$ cat src/hw/pod_cfg_pkg.sv
`default_nettype none

package pod_cfg_pkg;

  // word and coordinate widths
  localparam int unsigned pod_data_width_c      = 32;
  localparam int unsigned pod_x_width_c         = 2;
  localparam int unsigned pod_word_addr_width_c = 8;  // word index inside one tile

  // wishbone word address is {x, word index}
  localparam int unsigned pod_addr_width_c = pod_x_width_c + pod_word_addr_width_c;

  // reserved tag bits that pad a link packet out to 76 bits
  localparam int unsigned pod_tag_width_c = 30;

  // the local tile sits at x = 0, any other x is east of us
  localparam logic [pod_x_width_c-1:0] pod_local_x_c = '0;

  // words held by the local tile
  localparam int unsigned tile_mem_depth_c = 256;

endpackage : pod_cfg_pkg

`default_nettype wire
$ cat src/hw/pod_link_pkg.sv
`default_nettype none

package pod_link_pkg;

  // packet opcodes
  typedef enum logic [1:0] {
    e_op_load  = 2'd0,  // read request
    e_op_store = 2'd1,  // write request
    e_op_resp  = 2'd2   // response to either
  } link_op_e;

  // one link packet, 76 bits
  // a load ignores data, both responses carry the word in data
  typedef struct packed {
    link_op_e                                        op;
    logic [pod_cfg_pkg::pod_x_width_c-1:0]           dest_x;
    logic [pod_cfg_pkg::pod_x_width_c-1:0]           src_x;
    logic [pod_cfg_pkg::pod_word_addr_width_c-1:0]   addr;
    logic [pod_cfg_pkg::pod_data_width_c-1:0]        data;
    logic [pod_cfg_pkg::pod_tag_width_c-1:0]         tag;  // always zero
  } link_pkt_s;

  // link bundle, 78 bits
  // ready_rev is the ready of the opposite direction on the same wires
  typedef struct packed {
    logic      v;
    link_pkt_s pkt;
    logic      ready_rev;
  } link_sif_s;

endpackage : pod_link_pkg

`default_nettype wire

$ cat src/hw/wb_host_endpoint.sv
`timescale 1ns/1ps
`default_nettype none

module wb_host_endpoint (
  input  logic                                    blackparrot_clk,
  input  logic                                    arst_n_i,

  // wishbone classic slave
  input  logic                                    wb_cyc_i,
  input  logic                                    wb_stb_i,
  input  logic                                    wb_we_i,
  input  logic [pod_cfg_pkg::pod_addr_width_c-1:0] wb_adr_i,
  input  logic [pod_cfg_pkg::pod_data_width_c-1:0] wb_dat_i,
  output logic [pod_cfg_pkg::pod_data_width_c-1:0] wb_dat_o,
  output logic                                    wb_ack_o,

  // request link out
  output logic                                    req_v_o,
  output pod_link_pkg::link_pkt_s                 req_pkt_o,
  input  logic                                    req_ready_i,

  // response link in
  input  logic                                    resp_v_i,
  input  pod_link_pkg::link_pkt_s                 resp_pkt_i,
  output logic                                    resp_ready_o
);

  import pod_cfg_pkg::*;
  import pod_link_pkg::*;

  typedef enum logic [1:0] {
    e_idle,
    e_send,
    e_wait,
    e_ack
  } ep_state_e;

  ep_state_e state_q, state_d;
  link_pkt_s req_pkt_q;
  logic      wb_req;
  logic      req_fire;
  logic      resp_fire;

  assign wb_req    = wb_cyc_i & wb_stb_i;
  assign req_fire  = req_v_o & req_ready_i;
  assign resp_fire = resp_v_i & resp_ready_o;

  always_comb
  begin
    state_d = state_q;
    unique case (state_q)
      e_idle: if (wb_req) state_d = e_send;
      e_send: if (req_fire) state_d = e_wait;
      e_wait: if (resp_fire) state_d = e_ack;
      e_ack:  state_d = e_idle;  // master drops stb after ack
      default: state_d = e_idle;
    endcase
  end

  always_ff @(posedge blackparrot_clk or negedge arst_n_i)
  begin
    if (!arst_n_i)
      state_q <= e_idle;
    else
      state_q <= state_d;
  end

  // packet is captured once per wishbone cycle
  always_ff @(posedge blackparrot_clk)
  begin
    if (state_q == e_idle && wb_req)
    begin
      req_pkt_q.op     <= wb_we_i ? e_op_store : e_op_load;
      req_pkt_q.dest_x <= wb_adr_i[pod_word_addr_width_c +: pod_x_width_c];
      req_pkt_q.src_x  <= pod_local_x_c;
      req_pkt_q.addr   <= wb_adr_i[pod_word_addr_width_c-1:0];
      req_pkt_q.data   <= wb_dat_i;  // ignored on a load
      req_pkt_q.tag    <= '0;
    end
    if (resp_fire)
      wb_dat_o <= resp_pkt_i.data;  // valid together with ack
  end

  assign req_v_o      = (state_q == e_send);
  assign req_pkt_o    = req_pkt_q;
  assign resp_ready_o = (state_q == e_wait);
  assign wb_ack_o     = (state_q == e_ack);

  a_req_pkt_stable : assert property (
    @(posedge blackparrot_clk) disable iff (!arst_n_i)
    req_v_o && !req_ready_i |=> $stable(req_pkt_o)
  ) else $error("endpoint request changed while stalled");

  a_ack_one_cycle : assert property (
    @(posedge blackparrot_clk) disable iff (!arst_n_i)
    wb_ack_o |=> !wb_ack_o
  ) else $error("wishbone ack held for two cycles");

endmodule : wb_host_endpoint

`default_nettype wire

$ cat config.mk
export PLATFORM = sky130hd
export DESIGN_NAME = wb_host_endpoint
export DESIGN_NICKNAME = d
export VERILOG_FILES = /design/src/hw/pod_cfg_pkg.sv /design/src/hw/pod_link_pkg.sv /design/src/hw/wb_host_endpoint.sv
export SDC_FILE = /design/constraint.sdc
export NUM_CORES = 1
export LEC_CHECK = 0
export ABC_AREA = 1
export BUFFER_PORTS_ARGS = -buffer_cell sky130_fd_sc_hd__buf_2
export CAP_MARGIN = 20
export CORE_AREA = 2 2 91 93
export DETAILED_ROUTE_END_ITERATION = 10
export DIE_AREA = 0 0 93 95
export PLACE_DENSITY_LB_ADDON = 0.15
export SLEW_MARGIN = 10
export SYNTH_ARGS = -nofsm -noshare
export SYNTH_HDL_FRONTEND = slang
export SYNTH_SLANG_ARGS = --single-unit
$ cat constraint.sdc
create_clock -name blackparrot_clk -period 4.59 [get_ports blackparrot_clk]
set_input_delay 0.2295 -clock blackparrot_clk [delete_from_list [all_inputs] [get_ports blackparrot_clk]]
set_output_delay 0.2295 -clock blackparrot_clk [all_outputs]
set_load 0.05 [all_outputs]
After elaboration in Yosys (flattened, before gate mapping)
Cells that the tools add are included.
- reductions and logical operators: 3
- bitwise gates (word level): 3
- muxes and demuxes: 5
- equal/unequal tests: 6
- operators with widths (cell ; number):
    one-hot mux 2 bit (4 select lines) ; 1
    two-way mux 2 bit ; 3
    == test 2 bit (second input constant) ; 2
    != test 2 x 1 -> 1 bit (second input constant) ; 2
    bitwise AND 1 bit ; 3
    AND reduction 3 bit ; 1
    == test 2 x 1 -> 1 bit (second input constant) ; 1
    zero test 2 bit ; 1
    != test 2 bit (second input constant) ; 1
    logical AND 1 bit ; 1
    two-way mux 1 bit ; 1
- logic and storage cells: 23
- input port bits: 125
- bits in registers: 78

Depth between registers and ports, before layout
Gate-level depths: netlist of the first run.
- depth in word-level cells: 4
- mapped depth: 6
- depth with buffers taken out: 6

Worst setup path after synthesis of the first run
OpenSTA, ideal clock, no wires.
- kind: register to register
- start point: reg state_q[0]
- end point: reg req_pkt_q (netlist bit req_pkt_o[30]), enable pin
- required time: 4.147 ns
- setup time: 0.443 ns
- cell stages (with the launch flop): 5
- path slack: 1.626 ns
- arrival time: 2.521 ns
- period minus slack after synthesis: 2.964 ns
- cell sequence: dfrtp_1 -> inv_1 -> ha_1 -> inv_1 -> nor2_1
- cells in the longest elaborated chain, start to end: 2
- ends and longest elaborated chain (element ; RTL line ; source):
    start: declaration ; wb_host_endpoint.sv:38 ; ep_state_e state_q, state_d;
    start signal: assignment ; wb_host_endpoint.sv:63 ; state_q <= e_idle;
    start signal: assignment ; wb_host_endpoint.sv:65 ; state_q <= state_d;
    zero test 2 bit ; wb_host_endpoint.sv:71 ; if (state_q == e_idle && wb_req)
    logical AND 1 bit ; wb_host_endpoint.sv:71 ;
    end: declaration ; wb_host_endpoint.sv:39 ; link_pkt_s req_pkt_q;
Every way passes these cells.
A chain may end at the register's enable or synchronous reset.

Worst setup path after layout of the first run
- start point: reg state_q[0]
- end point: reg req_pkt_q (netlist bit req_pkt_o[72]), enable pin
The elaborated chain is that of the path after synthesis.

==> run_results.csv, run 1 <==
group,metric,value,unit
detailed_routing,dr.pass1.iters,4,
global_routing,global_route.usage.total,11.0,%
logic_synthesis,postSynthAreaPerCell,19.7,sq um
logic_synthesis,netlist_top_cells_count,"edfxtp_1 (75), buf_4 (33), inv_1 (8)",
cells_and_area,area_growth_syn_to_layout,37.9,%
global_routing,grt_start_max_net_pins,44,
logic_synthesis,yosysSeqAreaShare,84.7,%
floorplan,placement_rows,33,
detailed_routing,dr_wl_met2,2220,microns
status,run_status,"finished, final reports clean",
detailed_routing,vias_per_instance,3.86,
critical_path,critPathMostFrequentCell,"inv_1",
clock_tree,clock-sinks,77,
logic_synthesis,ys_seq_elements,77,
clock_tree,post_cts_resized,0,
critical_path,crit_required,4.62,ns
cells_and_area,final_net_count,439,
logic_synthesis,yosys.area.top_type_share,82.9,%
placed_design,placed_cells,401,
detailed_routing,highest-signal-layer,"met4",
critical_path,regToRegStartpoint,"state_q[0]",
worst_hold_path,worstHoldPathType,"input port to register",
floorplan,height_of_the_die,95,microns
critical_path,timing.critical_path.from_type,"register",
cells_and_area,n_antenna_cell,0,
logic_synthesis,synthDistinctLibCells,11,
clock_tree,clkSlewWorstSetupHoldPaths,0.08,ns
clock_tree,htree_levels,3,
detailed_routing,drt_drc_violations_left,0,
sta,final-hold-violation-count,0,
cells_and_area,finish.utilization,47.3,%
logic_synthesis,ys_async_sr_fraction,2.60,%
global_routing,overflow,0,
floorplan,pin_count,236,
logic_synthesis,post_syn_instances,138,
critical_path,timing.critical_path.slowest_stage_cell,"dfrtp_1",
run,cap_viol_max_count,0,
critical_path,critPathLaunch,"state_q[0]",
clock_tree,cts.repair_timing.setup_buffer_count,0,
sta,finalWorstPathRequiredPeriod,1.65,ns
global_routing,number_of_global_route_vias_before_repair,1434,
detailed_routing,routed_met1_length,1890,microns
detailed_routing,ant_nets,0,
logic_synthesis,synth_area_leaders,"edfxtp_1 (83%), buf_4 (9.1%), ha_1 (2.3%), dfrtp_1 (1.8%), inv_1 (1.1%)",
critical_path,critical-path-max-stage-delay,0.42,ns
clock_tree,root_buffer,"clkbuf_8",
sta,final-setup-viol-count,0,
logic_synthesis,number_of_enable_flip_flop_cells_after_synthesis,75,
critical_path,endpoint_kind,"register",
logic_synthesis,syn-cell-area,2720,sq um
global_routing,global_route_wire_length_before_repair,6870,microns
floorplan,start_util,34.3,%
clock_tree,clock_tree_from_tritoncts,"built",
sta,max_freq,0.605,GHz
detailed_routing,route.vias.total,1617,
logic_synthesis,synth_largest_area_cell,"edfxtp_1",
power_and_ir_drop,finalPower,2020,uW
critical_path,worstPathCellList,"inv_1, ha_1, inv_1, nor2_4, buf_12",
global_routing,grt_antenna_before_repair,0,
clock_tree,clock_path_buffers,2,
clock_tree,total_cts_buffers,9,
logic_synthesis,ys_warn_count,0,
detailed_routing,routed_wire_length_per_instance,12.3,microns
clock_tree,worst_skew_pair.late_latency,0.34,ns
floorplan,floorplan.core_area,7930,sq um
detailed_routing,met3_length,898,microns
critical_path,criticalPathCategory,"register to register",
power_and_ir_drop,cellPowerDensity,539,nW/um^2
critical_path,r2r_cells,5,
sta,whs,0.0568,ns
floorplan,chip_width,93,microns
worst_hold_path,holdPathStages,1,
power_and_ir_drop,p_leak,0.00167,uW
critical_path,timing.critical_path.fanout_max,34,
cells_and_area,layout.cells.non_filler,419,
cells_and_area,post_route_cells_drive_above_1_share,57.3,%
detailed_routing,violation_count_after_the_first_detailed_route_iteration,45,
sta,finalClockSkew,0.00833,ns
placed_design,place.gp.congestion,0.699,
logic_synthesis,top_flip_flop_cell_by_instance_count_after_synthesis,"edfxtp_1",
worst_hold_path,hold_start,"wb_dat_i[27]",
sta,setup_tns,0,ns
cells_and_area,final.fill_count,733,
sta,grt_setup_unrepaired,"no",
critical_path,r2r_setup_slack,2.94,ns
sta,layout_worst_path_cycle_share,36.0,%
critical_path,crit_arrival,1.69,ns
placed_design,place.port_buffers,158,
logic_synthesis,yosys.cell_count.top_type,"edfxtp_1",
power_and_ir_drop,max-vdd-ir-drop,0.213,mV
detailed_routing,totalWireLength,5130,microns
placed_design,dp.final_hpwl,3910,microns
floorplan,dieArea,8840,sq um
sta,report.final.slew_viol_count,0,
## critical path: cells and delay by family (launching register included)
family | cells | cell delay [ns]
adder cells (fa/ha/maj) | 1 | 0.19
flip-flops | 1 | 0.42
buffers and inverters | 3 | 0.44
AND/OR/NAND/NOR | 1 | 0.29
## logic make-up (layout without fill, tap and decap cells)
family / after synthesis / count (layout) / share of synthesized area (%)
adders and majority gates: 5 / 5 / 2.30
buffers and inverters: 41 / 185 / 10.2
DFF: 77 / 77 / 84.7
other: 1 / 33 / 0.138
and+or+nand+nor: 14 / 14 / 2.62
## path summary, 6_finish.rpt
kind | endpoint
worst max-delay path | req_pkt_o[72]
min in group asynchronous | state_q[0]
worst min register to register | state_q[1]
max in group asynchronous | state_q[1]
worst max register to register | req_pkt_o[72]
worst min-delay path | req_pkt_o[57]
## registers in the layout (all words and copies together) (netlist names)
| name | flops |
|---|---|
| req_pkt_o | 43 |
| state_q | 2 |
| wb_dat_o | 32 |
## metal layers
layer / track usage, % / up-vias
met5: 0 / -
met1: 11.9 / 698
met4: 7.72 / 0
li1: - / 766
met2: 16.0 / 143
met3: 6.46 / 10
## area by class of cell
class / instances / area, sq um / share of cell area, %
clock buffers: 10 / 128 / 3.40
clock inverters: 6 / 63.8 / 1.70
inverters: 8 / 30.0 / 0.801
multi-input cells: 52 / 265 / 7.08
flip-flops and latches: 77 / 2300 / 61.4
well taps: 105 / 131 / 3.50
repair buffers: 161 / 828 / 22.1
## power by group
group | leakage (uW) | switching [uW] | internal [uW]
sequential | 0.000710 | 24.6 | 886
combinational | 0.000867 | 503 | 123
clock | 0.0000923 | 233 | 250
total | 0.00167 | 761 | 1260
## layout by cell type (no fill, tap or decap), types with 2 or more instances in the layout
cell type / count
buf_2: 158
nand2_1: 7
edfxtp_1: 75
clkinvlp_4: 2
clkinv_2: 2
dfrtp_1: 2
conb_1: 33
ha_1: 5
inv_1: 8
nand4_1: 2
clkbuf_8: 9
nand2_2: 3
## metrics by stage
stage	setup WS, ns	cell area [sq um]
floorplan	1.63	2840
global placement	2.52	3530
detailed placement	2.53	3530
CTS	2.52	3730
global route	2.81	3750
finish	2.94	3750
## what timing repair did
item                                    in CTS  in global routing
endpoints found under the setup margin       0                  0
hold buffers                                 1                  0
endpoints found under the hold margin        2                  0
No activity file was read; power rests on OpenSTA's default activity.
==> run 2, diff against run 1 <==
==> constraint.sdc (replaced) <==
create_clock -name blackparrot_clk -period 1.6 [get_ports blackparrot_clk]
set_input_delay 0.08 -clock blackparrot_clk [delete_from_list [all_inputs] [get_ports blackparrot_clk]]
set_output_delay 0.08 -clock blackparrot_clk [all_outputs]
set_load 0.05 [all_outputs]
==> run_results.csv, run 2 (same netlist as run 1, synthesis figures left out) <==
group,metric,value,unit
status,run_status,"finished, final reports clean",
power_and_ir_drop,p_leak,0.00198,uW
global_routing,overflow,0,
global_routing,grt_start_max_net_pins,44,
power_and_ir_drop,sequentialPowerShare,43.4,%
sta,layout_worst_path_cycle_share,91.5,%
clock_tree,htree_levels,3,
cells_and_area,area_growth_syn_to_layout,67.2,%
critical_path,timing.critical_path.max_delay_family,"buffers and inverters",
floorplan,height_of_the_die,95,microns
global_routing,number_of_global_route_vias_before_repair,1854,
placed_design,place.port_buffers,158,
floorplan,pin_count,236,
clock_tree,worst_skew_pair.late_latency,0.34,ns
critical_path,crit_arrival,1.50,ns
detailed_routing,totalWireLength,6070,microns
clock_tree,cts.repair_timing.setup_buffer_count,0,
power_and_ir_drop,pwr-share-comb,33.5,%
clock_tree,clock_tree_from_tritoncts,"built",
cells_and_area,highest_count_cells_in_the_layout_ignoring_fill_and_taps,"buf_2 (158), dlygate4sd3_1 (76), edfxtp_1 (75)",
detailed_routing,ant_nets,0,
sta,final-setup-viol-count,0,
clock_tree,total_cts_buffers,9,
power_and_ir_drop,cell_internal_pwr,3790,uW
detailed_routing,violation_count_after_the_first_detailed_route_iteration,37,
floorplan,start_util,34.3,%
critical_path,timing.critical_path.slowest_stage_cell,"dfrtp_1",
floorplan,chip_width,93,microns
placed_design,dp.final_hpwl,3880,microns
critical_path,criticalPathCategory,"register to register",
clock_tree,clock-sinks,77,
detailed_routing,dr.pass1.iters,3,
cells_and_area,finish.utilization,57.3,%
critical_path,timing.critical_path.fanout_max,27,
floorplan,floorplan.core_area,7930,sq um
sta,grt_setup_unrepaired,"no",
floorplan,dieArea,8840,sq um
global_routing,grt_antenna_before_repair,0,
clock_tree,clkSlewWorstSetupHoldPaths,0.08,ns
critical_path,crit_required,1.64,ns
sta,final-hold-violation-count,0,
sta,finalClockSkew,0.00875,ns
global_routing,global_route_wire_length_before_repair,8490,microns
critical_path,endpoint_kind,"register",
clock_tree,clock_path_buffers,2,
critical_path,worstPathCellList,"inv_2, ha_4, nand2_2, clkinvlp_4, buf_12",
cells_and_area,largest_register_ffs,43,
cells_and_area,n_antenna_cell,0,
power_and_ir_drop,max-vdd-ir-drop,0.664,mV
clock_tree,root_buffer,"clkbuf_8",
sta,setup_tns,0,ns
sta,report.final.slew_viol_count,0,
power_and_ir_drop,power_frac_clock,23.1,%
cells_and_area,final_net_count,514,
sta,max_freq,0.683,GHz
detailed_routing,routed_wire_length_per_instance,12.3,microns
cells_and_area,post_route_cells_drive_above_1_share,48.1,%
detailed_routing,drt_drc_violations_left,0,
sta,finalWorstSetupSlack,0.136,ns
power_and_ir_drop,sw_share,37.5,%
critical_path,critical-path-max-stage-delay,0.44,ns
detailed_routing,vias_per_instance,3.88,
critical_path,timing.critical_path.from_type,"register",
floorplan,placement_rows,33,
power_and_ir_drop,finalPower,6060,uW
power_and_ir_drop,cellPowerDensity,1330,nW/um^2
sta,finalWorstPathRequiredPeriod,1.46,ns
critical_path,timing.critical_path.buf_inv,3,
run,cap_viol_max_count,0,
global_routing,global_route.usage.total,12.8,%
worst_hold_path,worstHoldPathType,"input port to async pin",
power_and_ir_drop,p_switching,2280,uW
cells_and_area,final.fill_count,638,
placed_design,place.gp.congestion,0.720,
placed_design,pre_cts_setup_slack,0.165,ns
cells_and_area,mostFrequentLayoutCell,"buf_2",
detailed_routing,route.vias.total,1919,
[run 2: changes by cell type in the layout (fill, tap and decap cells not counted), moves of 2 or more]
cell           change
dlygate4sd3_1     +75
inv_1              -4
inv_2              +3
ha_1               -2
ha_4               +2
[run 2: path summary, 6_finish.rpt]
| path | start | slack [ns] | cells past startpoint | endpoint |
|---|---|---|---|---|
| min in group blackparrot_clk | req_ready_i | 0.10 | 5 | state_q[1] |
| max reg2reg | state_q[0] | 0.14 | 5 | wb_dat_o[17] |
| min | arst_n_i | 0.05 | 2 | state_q[0] |
| max | state_q[0] | 0.14 | 5 | wb_dat_o[17] |
| min reg2reg | state_q[0] | 0.59 | 2 | state_q[0] |
| max in group asynchronous | arst_n_i | 1.46 | 2 | state_q[1] |
[run 2: cell type report]
class | count | area, sq um | share of cell area (%)
sequential | 77 | 2300 | 50.7
timing repair buffer | 236 | 1590 | 35.0
multi-input combinational | 52 | 293 | 6.44
tap | 105 | 131 | 2.89
clock buffer | 10 | 128 | 2.81
clock inverter | 6 | 63.8 | 1.40
inverter | 8 | 33.8 | 0.744
[run 2: metal layers]
metal | routed length (microns) | up-vias | share of wire [%] | GRT usage, %
met2 | 2720 | 135 | 45 | 20.6
met1 | 2490 | 855 | 41 | 14.7
met5 | 0 | - | 0 | 0
met3 | 719 | 12 | 12 | 5.03
li1 | - | 917 | - | -
met4 | 141 | 0 | 2.3 | 7.35
[run 2: power groups by stage]
stage	logic [uW]	registers [uW]	clock network (uW)
after floorplan	765	3430	0
after global placement	1890	2670	0
after detailed placement	1890	2670	0
after CTS	2040	2630	1450
after global routing	2140	2650	1530
final	2030	2630	1400
[run 2: metrics by stage]
stage | instances | area (sq um) | hold slack (ns)
floorplan | 170 | 2880 | -0.216
global placement | 402 | 3590 | -0.131
detailed placement | 402 | 3590 | -0.128
CTS | 494 | 4540 | 0.0221
global route | 494 | 4540 | 0.0411
finish | 494 | 4540 | 0.0455
[run 2: what timing repair did]
item,in CTS,in global routing
gates resized for setup,0,0
endpoints found under the hold margin,77,0
hold buffers,76,0
[run 2: worst register-to-register path, stage by stage (launching register included)]
cell and delay (ns):
dfrtp_1 0.44, inv_2 0.14, ha_4 0.17, nand2_2 0.06, clkinvlp_4 0.14, buf_12 0.20
