==> src/hw/pod_cfg_pkg.sv <==
`default_nettype none

package pod_cfg_pkg;

  // word and coordinate widths
  localparam int unsigned pod_data_width_c      = 32;
  localparam int unsigned pod_x_width_c         = 2;
  localparam int unsigned pod_word_addr_width_c = 8;  // word index inside one tile

  // wishbone word address is {x, word index}
  localparam int unsigned pod_addr_width_c = pod_x_width_c + pod_word_addr_width_c;

  // reserved tag bits that pad a link packet out to 76 bits
  localparam int unsigned pod_tag_width_c = 30;

  // the local tile sits at x = 0, any other x is east of us
  localparam logic [pod_x_width_c-1:0] pod_local_x_c = '0;

  // words held by the local tile
  localparam int unsigned tile_mem_depth_c = 256;

endpackage : pod_cfg_pkg

`default_nettype wire
==> src/hw/pod_link_pkg.sv <==
`default_nettype none

package pod_link_pkg;

  // packet opcodes
  typedef enum logic [1:0] {
    e_op_load  = 2'd0,  // read request
    e_op_store = 2'd1,  // write request
    e_op_resp  = 2'd2   // response to either
  } link_op_e;

  // one link packet, 76 bits
  // a load ignores data, both responses carry the word in data
  typedef struct packed {
    link_op_e                                        op;
    logic [pod_cfg_pkg::pod_x_width_c-1:0]           dest_x;
    logic [pod_cfg_pkg::pod_x_width_c-1:0]           src_x;
    logic [pod_cfg_pkg::pod_word_addr_width_c-1:0]   addr;
    logic [pod_cfg_pkg::pod_data_width_c-1:0]        data;
    logic [pod_cfg_pkg::pod_tag_width_c-1:0]         tag;  // always zero
  } link_pkt_s;

  // link bundle, 78 bits
  // ready_rev is the ready of the opposite direction on the same wires
  typedef struct packed {
    logic      v;
    link_pkt_s pkt;
    logic      ready_rev;
  } link_sif_s;

endpackage : pod_link_pkg

`default_nettype wire

==> src/hw/pod_link_router.sv <==
`timescale 1ns/1ps
`default_nettype none

module pod_link_router (
  input  logic                    blackparrot_clk,
  input  logic                    arst_n_i,

  // endpoint side
  input  logic                    req_v_i,
  input  pod_link_pkg::link_pkt_s req_pkt_i,
  output logic                    req_ready_o,
  output logic                    resp_v_o,
  output pod_link_pkg::link_pkt_s resp_pkt_o,
  input  logic                    resp_ready_i,

  // local tile side
  output logic                    tile_req_v_o,
  output pod_link_pkg::link_pkt_s tile_req_pkt_o,
  input  logic                    tile_req_ready_i,
  input  logic                    tile_resp_v_i,
  input  pod_link_pkg::link_pkt_s tile_resp_pkt_i,
  output logic                    tile_resp_ready_o,

  // east neighbour
  input  pod_link_pkg::link_sif_s east_link_i,
  output pod_link_pkg::link_sif_s east_link_o
);

  import pod_cfg_pkg::*;
  import pod_link_pkg::*;

  logic      ready_en_q;  // holds readies low until first edge after reset
  logic      req_v_q;
  link_pkt_s req_pkt_q;
  logic      out_v_q;     // a request is outstanding
  logic      out_east_q;  // ...and it went east
  logic      resp_v_q;
  link_pkt_s resp_pkt_q;

  logic      req_in_fire;
  logic      req_out_fire;
  logic      resp_side_v;
  logic      resp_in_ready;
  logic      resp_in_fire;
  logic      resp_out_fire;

  assign req_ready_o   = ready_en_q & ~out_v_q;
  assign req_in_fire   = req_v_i & req_ready_o;

  assign tile_req_v_o   = req_v_q & ~out_east_q;
  assign tile_req_pkt_o = req_pkt_q;
  assign req_out_fire   = (tile_req_v_o & tile_req_ready_i)
                        | (req_v_q & out_east_q & east_link_i.ready_rev);

  // only the side that holds the request may answer
  assign resp_in_ready     = out_v_q & ~req_v_q & ~resp_v_q;
  assign tile_resp_ready_o = resp_in_ready & ~out_east_q;
  assign resp_side_v       = out_east_q ? east_link_i.v : tile_resp_v_i;
  assign resp_in_fire      = resp_in_ready & resp_side_v;

  assign resp_v_o      = resp_v_q;
  assign resp_pkt_o    = resp_pkt_q;
  assign resp_out_fire = resp_v_o & resp_ready_i;

  always_comb
  begin
    east_link_o.v         = req_v_q & out_east_q;
    east_link_o.pkt       = req_pkt_q;
    east_link_o.ready_rev = resp_in_ready & out_east_q;
  end

  always_ff @(posedge blackparrot_clk or negedge arst_n_i)
  begin
    if (!arst_n_i)
    begin
      ready_en_q <= 1'b0;
      req_v_q    <= 1'b0;
      out_v_q    <= 1'b0;
      out_east_q <= 1'b0;
      resp_v_q   <= 1'b0;
    end
    else
    begin
      ready_en_q <= 1'b1;
      if (req_in_fire)
      begin
        req_v_q    <= 1'b1;
        out_v_q    <= 1'b1;
        out_east_q <= (req_pkt_i.dest_x != pod_local_x_c);  // anything not local goes east
      end
      else if (req_out_fire)
        req_v_q <= 1'b0;
      if (resp_in_fire)
      begin
        out_v_q  <= 1'b0;
        resp_v_q <= 1'b1;
      end
      else if (resp_out_fire)
        resp_v_q <= 1'b0;
    end
  end

  always_ff @(posedge blackparrot_clk)
  begin
    if (req_in_fire)
      req_pkt_q <= req_pkt_i;
    if (resp_in_fire)
      resp_pkt_q <= out_east_q ? east_link_i.pkt : tile_resp_pkt_i;
  end

  a_tile_resp_expected : assert property (
    @(posedge blackparrot_clk) disable iff (!arst_n_i)
    tile_resp_v_i |-> out_v_q && !out_east_q
  ) else $error("tile response without an outstanding tile request");

  a_east_resp_expected : assert property (
    @(posedge blackparrot_clk) disable iff (!arst_n_i)
    east_link_i.v |-> out_v_q && out_east_q
  ) else $error("east response without an outstanding east request");

  a_resp_op : assert property (
    @(posedge blackparrot_clk) disable iff (!arst_n_i)
    resp_v_o |-> resp_pkt_o.op == e_op_resp
  ) else $error("forwarded packet is not a response");

endmodule : pod_link_router

`default_nettype wire

==> config.mk <==
export PLATFORM = sky130hd
export DESIGN_NAME = pod_link_router
export DESIGN_NICKNAME = d
export VERILOG_FILES = /design/src/hw/pod_cfg_pkg.sv /design/src/hw/pod_link_pkg.sv /design/src/hw/pod_link_router.sv
export SDC_FILE = /design/constraint.sdc
export NUM_CORES = 1
export LEC_CHECK = 0
export ABC_AREA = 1
export BUFFER_PORTS_ARGS = -buffer_cell sky130_fd_sc_hd__buf_2
export CAP_MARGIN = 20
export CELL_PAD_IN_SITES_DETAIL_PLACEMENT = 1
export CELL_PAD_IN_SITES_GLOBAL_PLACEMENT = 2
export CORE_AREA = 2 2 181 183
export DETAILED_ROUTE_END_ITERATION = 10
export DIE_AREA = 0 0 183 185
export PLACE_DENSITY = 0.81
export RECOVER_POWER = 100
export SLEW_MARGIN = 20
export SYNTH_ARGS = -nofsm -noshare
export SYNTH_HDL_FRONTEND = slang
export SYNTH_SLANG_ARGS = --single-unit
==> constraint.sdc <==
create_clock -name blackparrot_clk -period 7.26 [get_ports blackparrot_clk]
set_input_delay 1.089 -clock blackparrot_clk [delete_from_list [all_inputs] [get_ports blackparrot_clk]]
set_output_delay 1.089 -clock blackparrot_clk [all_outputs]
set_load 0.005 [all_outputs]
==> Word-level counts from Yosys, hierarchy flattened <==
Index checks and enable logic that the tools add are counted.
{ "totals": {"out_inout_bits": 234, "inputBits": 236, "wordCells": 46, "ff_bits": 157} }
{ "classes": {"n_reduce_logical": 4, "bitwise": 17, "n_mux": 8} }
{ "ops": {"columns": ["op", "count"], "rows": [
  ["$mux 76", 1],
  ["$and 1x1->1", 12],
  ["$reduce_bool 2->1", 4],
  ["$mux 1", 7],
  ["$not 1->1", 4],
  ["$or 1x1->1", 1]
]} }

==> Logic depth before layout (Yosys ltp) <==
Gate-level depths: netlist of run 1.
{ "logic_depth": {"word_depth": 6, "depth_mapped": 6, "mapped_depth_nobuf": 5} }

==> Worst setup path after synthesis of run 1 <==
No wires, ideal clock.
{ "synth_timing": {"kind": "in2reg", "start": "input port tile_resp_v_i", "end": "register resp_pkt_q (netlist bit resp_pkt_o[0]) (enable)", "setup_ps": 513, "t_arrival_ps": 4438, "n_path_buf": 0, "path_slack_ps": 2308, "required_time_ps": 6747, "cell_stages": 4, "cell_sequence": "inv_1 nand2_1 nand2_1 nor2_1"} }
{ "synth_between": {"elab_chain_cells": 2} }
{ "synth_rtl": {"columns": ["element", "line_no", "rtl"], "rows": [
  ["from (decl)", "pod_link_router.sv:20", "input logic tile_resp_v_i,"],
  ["$mux 1", "pod_link_router.sv:58", "assign resp_side_v = out_east_q ? east_link_i.v : tile_resp_v_i;"],
  ["$and 1x1->1", "pod_link_router.sv:59", "assign resp_in_fire = resp_in_ready & resp_side_v;"],
  ["net resp_in_fire", "pod_link_router.sv:44", "logic resp_in_fire;"],
  ["to (signal assigned)", "pod_link_router.sv:108", "resp_pkt_q <= out_east_q ? east_link_i.pkt : tile_resp_pkt_i;"],
  ["to (decl)", "pod_link_router.sv:38", "link_pkt_s resp_pkt_q;"]
]} }
The timed path passes the listed nets, and every way through them passes these cells.
A chain may end at the register's enable or synchronous reset.

==> Final worst setup path of run 1 <==
{ "layout_timing": {"start": "register out_east_q", "end": "output port tile_req_v_o"} }
{ "layout_between": {"elab_chain_cells": 2} }
{ "layout_rtl": {"columns": ["element", "line_no", "rtl"], "rows": [
  ["from (decl)", "pod_link_router.sv:36", "logic out_east_q;"],
  ["from (signal assigned)", "pod_link_router.sv:89", "out_east_q <= (req_pkt_i.dest_x != pod_local_x_c);"],
  ["$not 1->1", "pod_link_router.sv:50", "assign tile_req_v_o = req_v_q & ~out_east_q;"],
  ["$and 1x1->1", "pod_link_router.sv:50", null],
  ["to (decl)", "pod_link_router.sv:17", "output logic tile_req_v_o,"]
]} }
Every way passes these cells.

==> results of run 1 <==
-- power by group --
group / switching (mW) / internal, mW / total, mW
clock network: 0.363 / 0.466 / 0.829
logic: 0.516 / 0.244 / 0.760
registers: 0.0922 / 1.31 / 1.40
-- kinds of logic after synthesis --
group                  Yosys count  share of synthesized area, %
AO/OA/AOI/OAI                    3                         0.236
other                            1                        0.0589
flip-flops                     157                          73.7
buffers and inverters          103                          11.4
AND/OR/NAND/NOR                246                          14.6
-- area by class of cell --
cell class	count	area, sq um
timing repair buffer	473	2140
inverter	10	37.5
fill	3813	23200
sequential	157	4690
clock inverter	12	98.8
multi-input combinational	250	951
clock buffer	19	433
tap	408	510
-- per-layer routing --
| layer | share of wire [%] | vias to the layer above |
|---|---|---|
| met1 | 35 | 2441 |
| met5 | 0 | - |
| li1 | - | 2396 |
| met4 | 2.1 | 0 |
| met2 | 53 | 291 |
| met3 | 9.4 | 21 |
-- cell usage in the layout (no fill, tap or decap) --
cell type / instances
a21oi_1: 1
buf_1: 1
buf_2: 286
buf_4: 2
bufinv_16: 1
clkbuf_1: 185
clkbuf_16: 17
clkbuf_2: 1
clkinv_1: 2
clkinv_2: 5
clkinv_4: 1
clkinvlp_4: 3
conb_1: 1
dfrtp_1: 5
edfxtp_1: 152
inv_1: 9
inv_6: 1
nand2_1: 234
nand3_1: 3
nor2_1: 7
o21ai_0: 2
or2_1: 1
or2_2: 1
-- sequential cells by signal, indices dropped and copies added (netlist names) --
signal / cells
resp_pkt_o: 76
east_link_o: 76
resp_v_o: 1
out_v_q: 1
ready_en_q: 1
req_v_q: 1
out_east_q: 1
-- per-stage QoR --
| step | total power, mW | worst slack (ps) | instance area (sq um) | hold slack, ps |
|---|---|---|---|---|
| 2_1_floorplan | 1.86 | 2310 | 6370 | 520 |
| 4_1_cts | 3.10 | 4050 | 9110 | 459 |
| 3_5_place_dp | 2.26 | 4390 | 8570 | 564 |
| 6_report | 2.99 | 2590 | 8860 | 545 |
| 3_3_place_gp | 2.24 | 4440 | 8570 | 564 |
| 5_1_grt | 3.19 | 2120 | 8860 | 568 |
-- path summary, 6_finish.rpt --
check	to	slack, ps	cells past startpoint
min in group blackparrot_clk	out_v_q$_DFFE_PN0P_	570	2
setup reg to reg	east_link_o[66]$_DFFE_PP_	3070	4
hold / removal	out_v_q$_DFFE_PN0P_	550	1
setup / recovery	tile_req_v_o	2590	3
max in group asynchronous	resp_v_o$_DFFE_PN0P_	6430	1
hold reg to reg	out_v_q$_DFFE_PN0P_	570	2
-- worst max-delay path: cells and delay by family (launching register included) --
family / cells / cell delay, ps
buf+inv: 2 / 2100
flops: 1 / 790
simple gates: 1 / 210
==> impl_results.md, run 1 <==
- CTS resizes: 0
- Port Buffer Count: 469
- Clk_lat worst skew: 430 ps
- Max capacitance violation total: 2
- Final setup fails: 0
- Die ar.: 33900 sq um
- Total grt overflow: 0
- Layout area overhead: 39.2%
- Top-count cell post-synth: nand2_1
- Die width: 183 um
- Failing checks: max-capacitance violations, max-slew violations
- Crit path DAT: 3580 ps
- Post-synthesis register bit count: 157
- Max-Slew Margin vs Limit: -175%
- Hold Fails Final Rpt: 0
- Final period util: 64.3%
- Fmax: 0.214 GHz
- Largest area contributor in the netlist: edfxtp_1
- Global-route wire length before repair: 33200 um
- Initial DRC count: 160
- GR Util met1: 14.4%
- Placer Congestion: 0.806
- Mapped cell area: 6370 sq um
- Post-synthesis sequential area ratio: 73.7%
- Most used cell, CP: clkbuf_1
- Dpl hpwl: 19700 um
- Setup CP Type: reg -> out
- Dpl cells: 1298
- Min Tclk post-route: 4670 ps
- Share of the synthesized area in the top cell type: 71.7%
- I/O pin count: 470
- Avg WL per Cell: 18.2 um
- Ratio of cells with drive above 1 in the final layout: 34.5%
- CP Cell Sequence: clkbuf_1 -> nor2_1 -> clkbuf_1
- Nets: 1145
- RSZ-0062 raised after global routing: false
- Busiest grt layer: met2
- Avg Cell Area, Syn: 12.5 sq um
- Most frequent cells after synthesis: 234 x nand2_1, 152 x edfxtp_1, 77 x buf_4, 10 x buf_2, 9 x inv_1
- Leakage power: 3.84 nW
- Max H-tree Level: 4
- CTS Hold Bufs: 0
- Final setup TNS: 0 ps
- Pre-Repair DR Iteration Count: 4
- Initial antenna violation count: 0
- Syn_nets: 746
- Worst Tran Pin Value: 4130 ps
- Max VDD drop: 0.157 mV
- Util after Layout: 27.7%
- Via count: 5149
- Layout Cells excl Fill: 1329
- ANT nets after route: 0
- CTS root buffer: clkbuf_16
- Status: complete, but fails checks
- Highest-delay cell along the critical path: clkbuf_1
- Clk_skew: 8.73 ps
- Number of synthesized flops with an enable pin: 152
- Synth top area cells: edfxtp_1 72%, nand2_1 14%, buf_4 9.1%, dfrtp_1 2.0%, buf_6 0.88%
- Critical Path RT: 6170 ps
- Mapped Cells: 510
- Pwr per Cell Area: 337 nW/um^2
- Placeable Area: 32000 sq um
- Overall routing resource usage: 13.9%
- Primary FF master, synth: edfxtp_1
- CP Launch Type: register
- Max Fanout on Critical Path: 61
- Crit. End Element: primary output
- Met3 GRT Util: 4.88%
- Reg-to-Reg Start: out_v_q$_DFFE_PN0P_
- Initial Utilization: 19.9%
- Final WL: 24100 um
- Site row count: 66
- CTS sink count: 157
- Worst hold path type: in -> async
- DR vias/cell: 3.87
- Met2 Usage GRT: 25.3%
- Worst-path clk slew: 70 ps
- Vias in the first global route: 5146
- DIE HEIGHT: 185 um
- CTS tree: yes
- Ys Warns: 0
- Clock buffer count from CTS: 17
- Largest net degree at the start of global routing: 78
- Final slew viol count: 139
- Ys async rst share: 3.18%
- Slowest stage delay, CP: 1890 ps
- Post-CTS Setup Inserts: 0
- Unique cell type count in the Yosys netlist: 16
- Critical path launch point: out_east_q$_DFFE_PN0P_
- CTS max path bufs: 2
- Post-route DRC: 0
- Number of diodes: 0
Power figures use the tool's default switching activity.
==> run 2, diff against run 1 <==
CORE_AREA = 2 2 185 187   (was 2 2 181 183)
DIE_AREA = 0 0 187 189   (was 0 0 183 185)
PLACE_DENSITY = 0.78   (was 0.81)
clock period = 4.43 ns   (was 7.26 ns; I/O delays follow)
==> run 2 against run 1 <==
Register-to-register slack got worse by 1600 ps. Largest cell class unchanged. Design area rose by 1.2%. First-iteration DRC count fell by 5.0%. Utilization fell by 0.71 points. Clock skew fell by 1.5 ps. Worst hold slack got worse by 450 ps. Critical path type unchanged. Setup slack got worse by 1500 ps. Global-route usage fell by 0.15 points. Largest power group unchanged. Die area rose by 4.4%. The flow still finishes with violations (max-capacitance violations, max-slew violations). Wire length rose by 1.7%. Count of clock-buffer cells in the layout rose by 1.
==> impl_results.md, run 2 (synthesis gave the netlist of run 1 again) <==
- CTS root buffer: clkbuf_16
- Max capacitance violation total: 2 (unchanged)
- CTS max path bufs: 2 (unchanged)
- Port Buffer Count: 469 (unchanged)
- Avg WL per Cell: 17.9 um (-1.4%)
- Post-CTS Setup Inserts: 0 (unchanged)
- Max H-tree Level: 4 (unchanged)
- Busiest grt layer: met2
- Pre-Repair DR Iteration Count: 4 (unchanged)
- Site row count: 67 (+1.5%)
- CTS sink count: 157 (unchanged)
- Met2 Usage GRT: 24.2% (-1.0 points)
- DIE HEIGHT: 189 um (+2.2%)
- Die ar.: 35300 sq um (+4.4%)
- Status: complete, but fails checks
- Leakage power: 3.86 nW (+0.45%)
- Net Switching: 1.62 mW (+66%)
- Ratio of cells with drive above 1 in the final layout: 35.0% (+0.43 points)
- Met3 GRT Util: 6.56% (+1.7 points)
- Buf/Inv on CP: 3 (+1)
- Fmax: 0.299 GHz
- Util after Layout: 27.0% (-0.71 points)
- Final period util: 75.4%
- Final slew viol count: 123 (-12%)
- Placer Congestion: 0.826 (+2.6%)
- Global-route wire length before repair: 35000 um (+5.3%)
- DR vias/cell: 3.76 (-3.0%)
- Vias in the first global route: 5388 (+4.7%)
- Int Pwr: 3.36 mW (+67%)
- Overall routing resource usage: 13.7% (-0.15 points)
- Placeable Area: 33300 sq um (+3.9%)
- Pwr per Cell Area: 556 nW/um^2 (+65%)
- RSZ-0062 raised after global routing: false
- Max Fanout on Critical Path: 77 (+26%)
- Gate power share: 24.8% (-0.6 points)
- Sw Share: 32.5% (-0.034 points)
- Failing checks: max-capacitance violations, max-slew violations
- CTS Hold Bufs: 0 (unchanged)
- Clk network pwr share: 28.6% (+0.9 points)
- Post-route DRC: 0 (unchanged)
- CTS tree: yes
- Initial DRC count: 152 (-5.0%)
- GR Util met1: 14.5% (+0.11 points)
- Initial Utilization: 19.1% (-0.74 points)
- Most frequent cells in the layout: 287 x buf_2, 234 x nand2_1, 182 x clkbuf_1, 152 x edfxtp_1, 17 x clkbuf_16
- CTS resizes: 0 (unchanged)
- I/O pin count: 470 (unchanged)
- CP Cell Sequence: inv_2 -> buf_4 -> nor2_1 -> clkbuf_2
- Initial antenna violation count: 7 (+7)
- Clock buffer count from CTS: 17 (unchanged)
- Worst hold path type: in -> async
- Critical Path RT: 3770 ps (-2400 ps)
- Layout area overhead: 40.9%
- Commonest non-fill, non-tap cell in the layout: buf_2
- Slowest stage delay, CP: 1390 ps (-500 ps)
- Final WL: 24600 um (+1.7%)
- Layout Cells excl Fill: 1371 (+3.2%)
- Total grt overflow: 0 (unchanged)
- Worst-path clk slew: 60 ps (about the same)
- Max VDD drop: 0.276 mV (+76%)
- Final setup fails: 0 (unchanged)
- Setup CP Type: reg -> out
- Crit. End Element: primary output
- Dpl hpwl: 20000 um (+1.4%)
- Seq pwr share: 46.6% (-0.2 points)
- ANT nets after route: 0 (unchanged)
- Largest net degree at the start of global routing: 78 (unchanged)
- Pwr Total: 4.98 mW (+67%)
- Clk_skew: 7.21 ps (-1.52 ps)
- Max-Slew Margin vs Limit: -28.0% (+150 points)
- Highest-delay cell along the critical path: dfrtp_1
- Nets: 1145 (unchanged)
- Final setup TNS: 0 ps (unchanged)
- CP Launch Type: register
- Via count: 5150 (+0.019%)
- Hold Fails Final Rpt: 0 (unchanged)
- Dpl cells: 1338 (+3.1%)
- Crit path DAT: 2680 ps (-900 ps)
- Fin Hold WS: 98.5 ps (-447 ps)
- Clk_lat worst skew: 430 ps (about the same)
- Critical path's top delay family: flip-flops
- Die width: 187 um (+2.2%)
- Worst Tran Pin Value: 1920 ps (-2210 ps)
- Min Tclk post-route: 3340 ps
## run 2: changes by cell type in the layout (fill, tap and decap cells not counted), sizes merged
cell	previous run	this run
clkbuf	203	201
clkinvlp	3	4
diode	0	2
clkinv	8	6
buf	289	292
inv	10	9
bufinv	1	2
## run 2: final cells by class
type	count	area [sq um]
clock buffer	20	437
inverter	10	37.5
fill	3998	24300
antenna	2	5.00
tap	448	561
multi-input combinational	250	958
clock inverter	11	121
sequential	157	4690
timing repair buffer	473	2160
## run 2: power by group through the flow
stage | clock network [mW] | registers (mW) | logic, mW
4_1_cts | 1.48 | 2.32 | 1.36
3_5_place_dp | 0 | 2.35 | 1.36
6_report | 1.42 | 2.32 | 1.24
2_1_floorplan | 0 | 2.31 | 0.720
5_1_grt | 1.54 | 2.36 | 1.40
3_3_place_gp | 0 | 2.34 | 1.32
## run 2: per-stage QoR
step | instance area, sq um | setup slack (ps)
2_1_floorplan | 6370 | 1210
3_3_place_gp | 8640 | 1930
3_5_place_dp | 8640 | 1880
4_1_cts | 9200 | 1380
5_1_grt | 8970 | 719
6_report | 8970 | 1090
## run 2: worst reg2reg max path, delay by kind of cell, from the launching register on
family	cells	cell delay (ps)
buffers and inverters	2	430
AND/OR/NAND/NOR	3	690
flip-flops	1	1390
## run 2: worst paths after layout
kind                                      startpoint                        end  slack (ps)  cells after the start
hold reg to reg                 ready_en_q$_DFF_PN0_        out_v_q$_DFFE_PN0P_         600                      2
min in group blackparrot_clk           req_pkt_i[33]  east_link_o[34]$_DFFE_PP_         400                      1
max in group asynchronous                   arst_n_i     out_east_q$_DFFE_PN0P_        4080                      1
setup reg to reg              out_east_q$_DFFE_PN0P_   resp_pkt_o[38]$_DFFE_PP_        1500                      5
hold / removal                              arst_n_i       ready_en_q$_DFF_PN0_         100                      1
setup / recovery              out_east_q$_DFFE_PN0P_             east_link_o[0]        1090                      4
## run 2: per-layer routing
metal	routed length (um)	vias up
met1	8810	2424
met5	55	-
met4	345	10
met2	12700	291
li1	-	2399
met3	2620	26
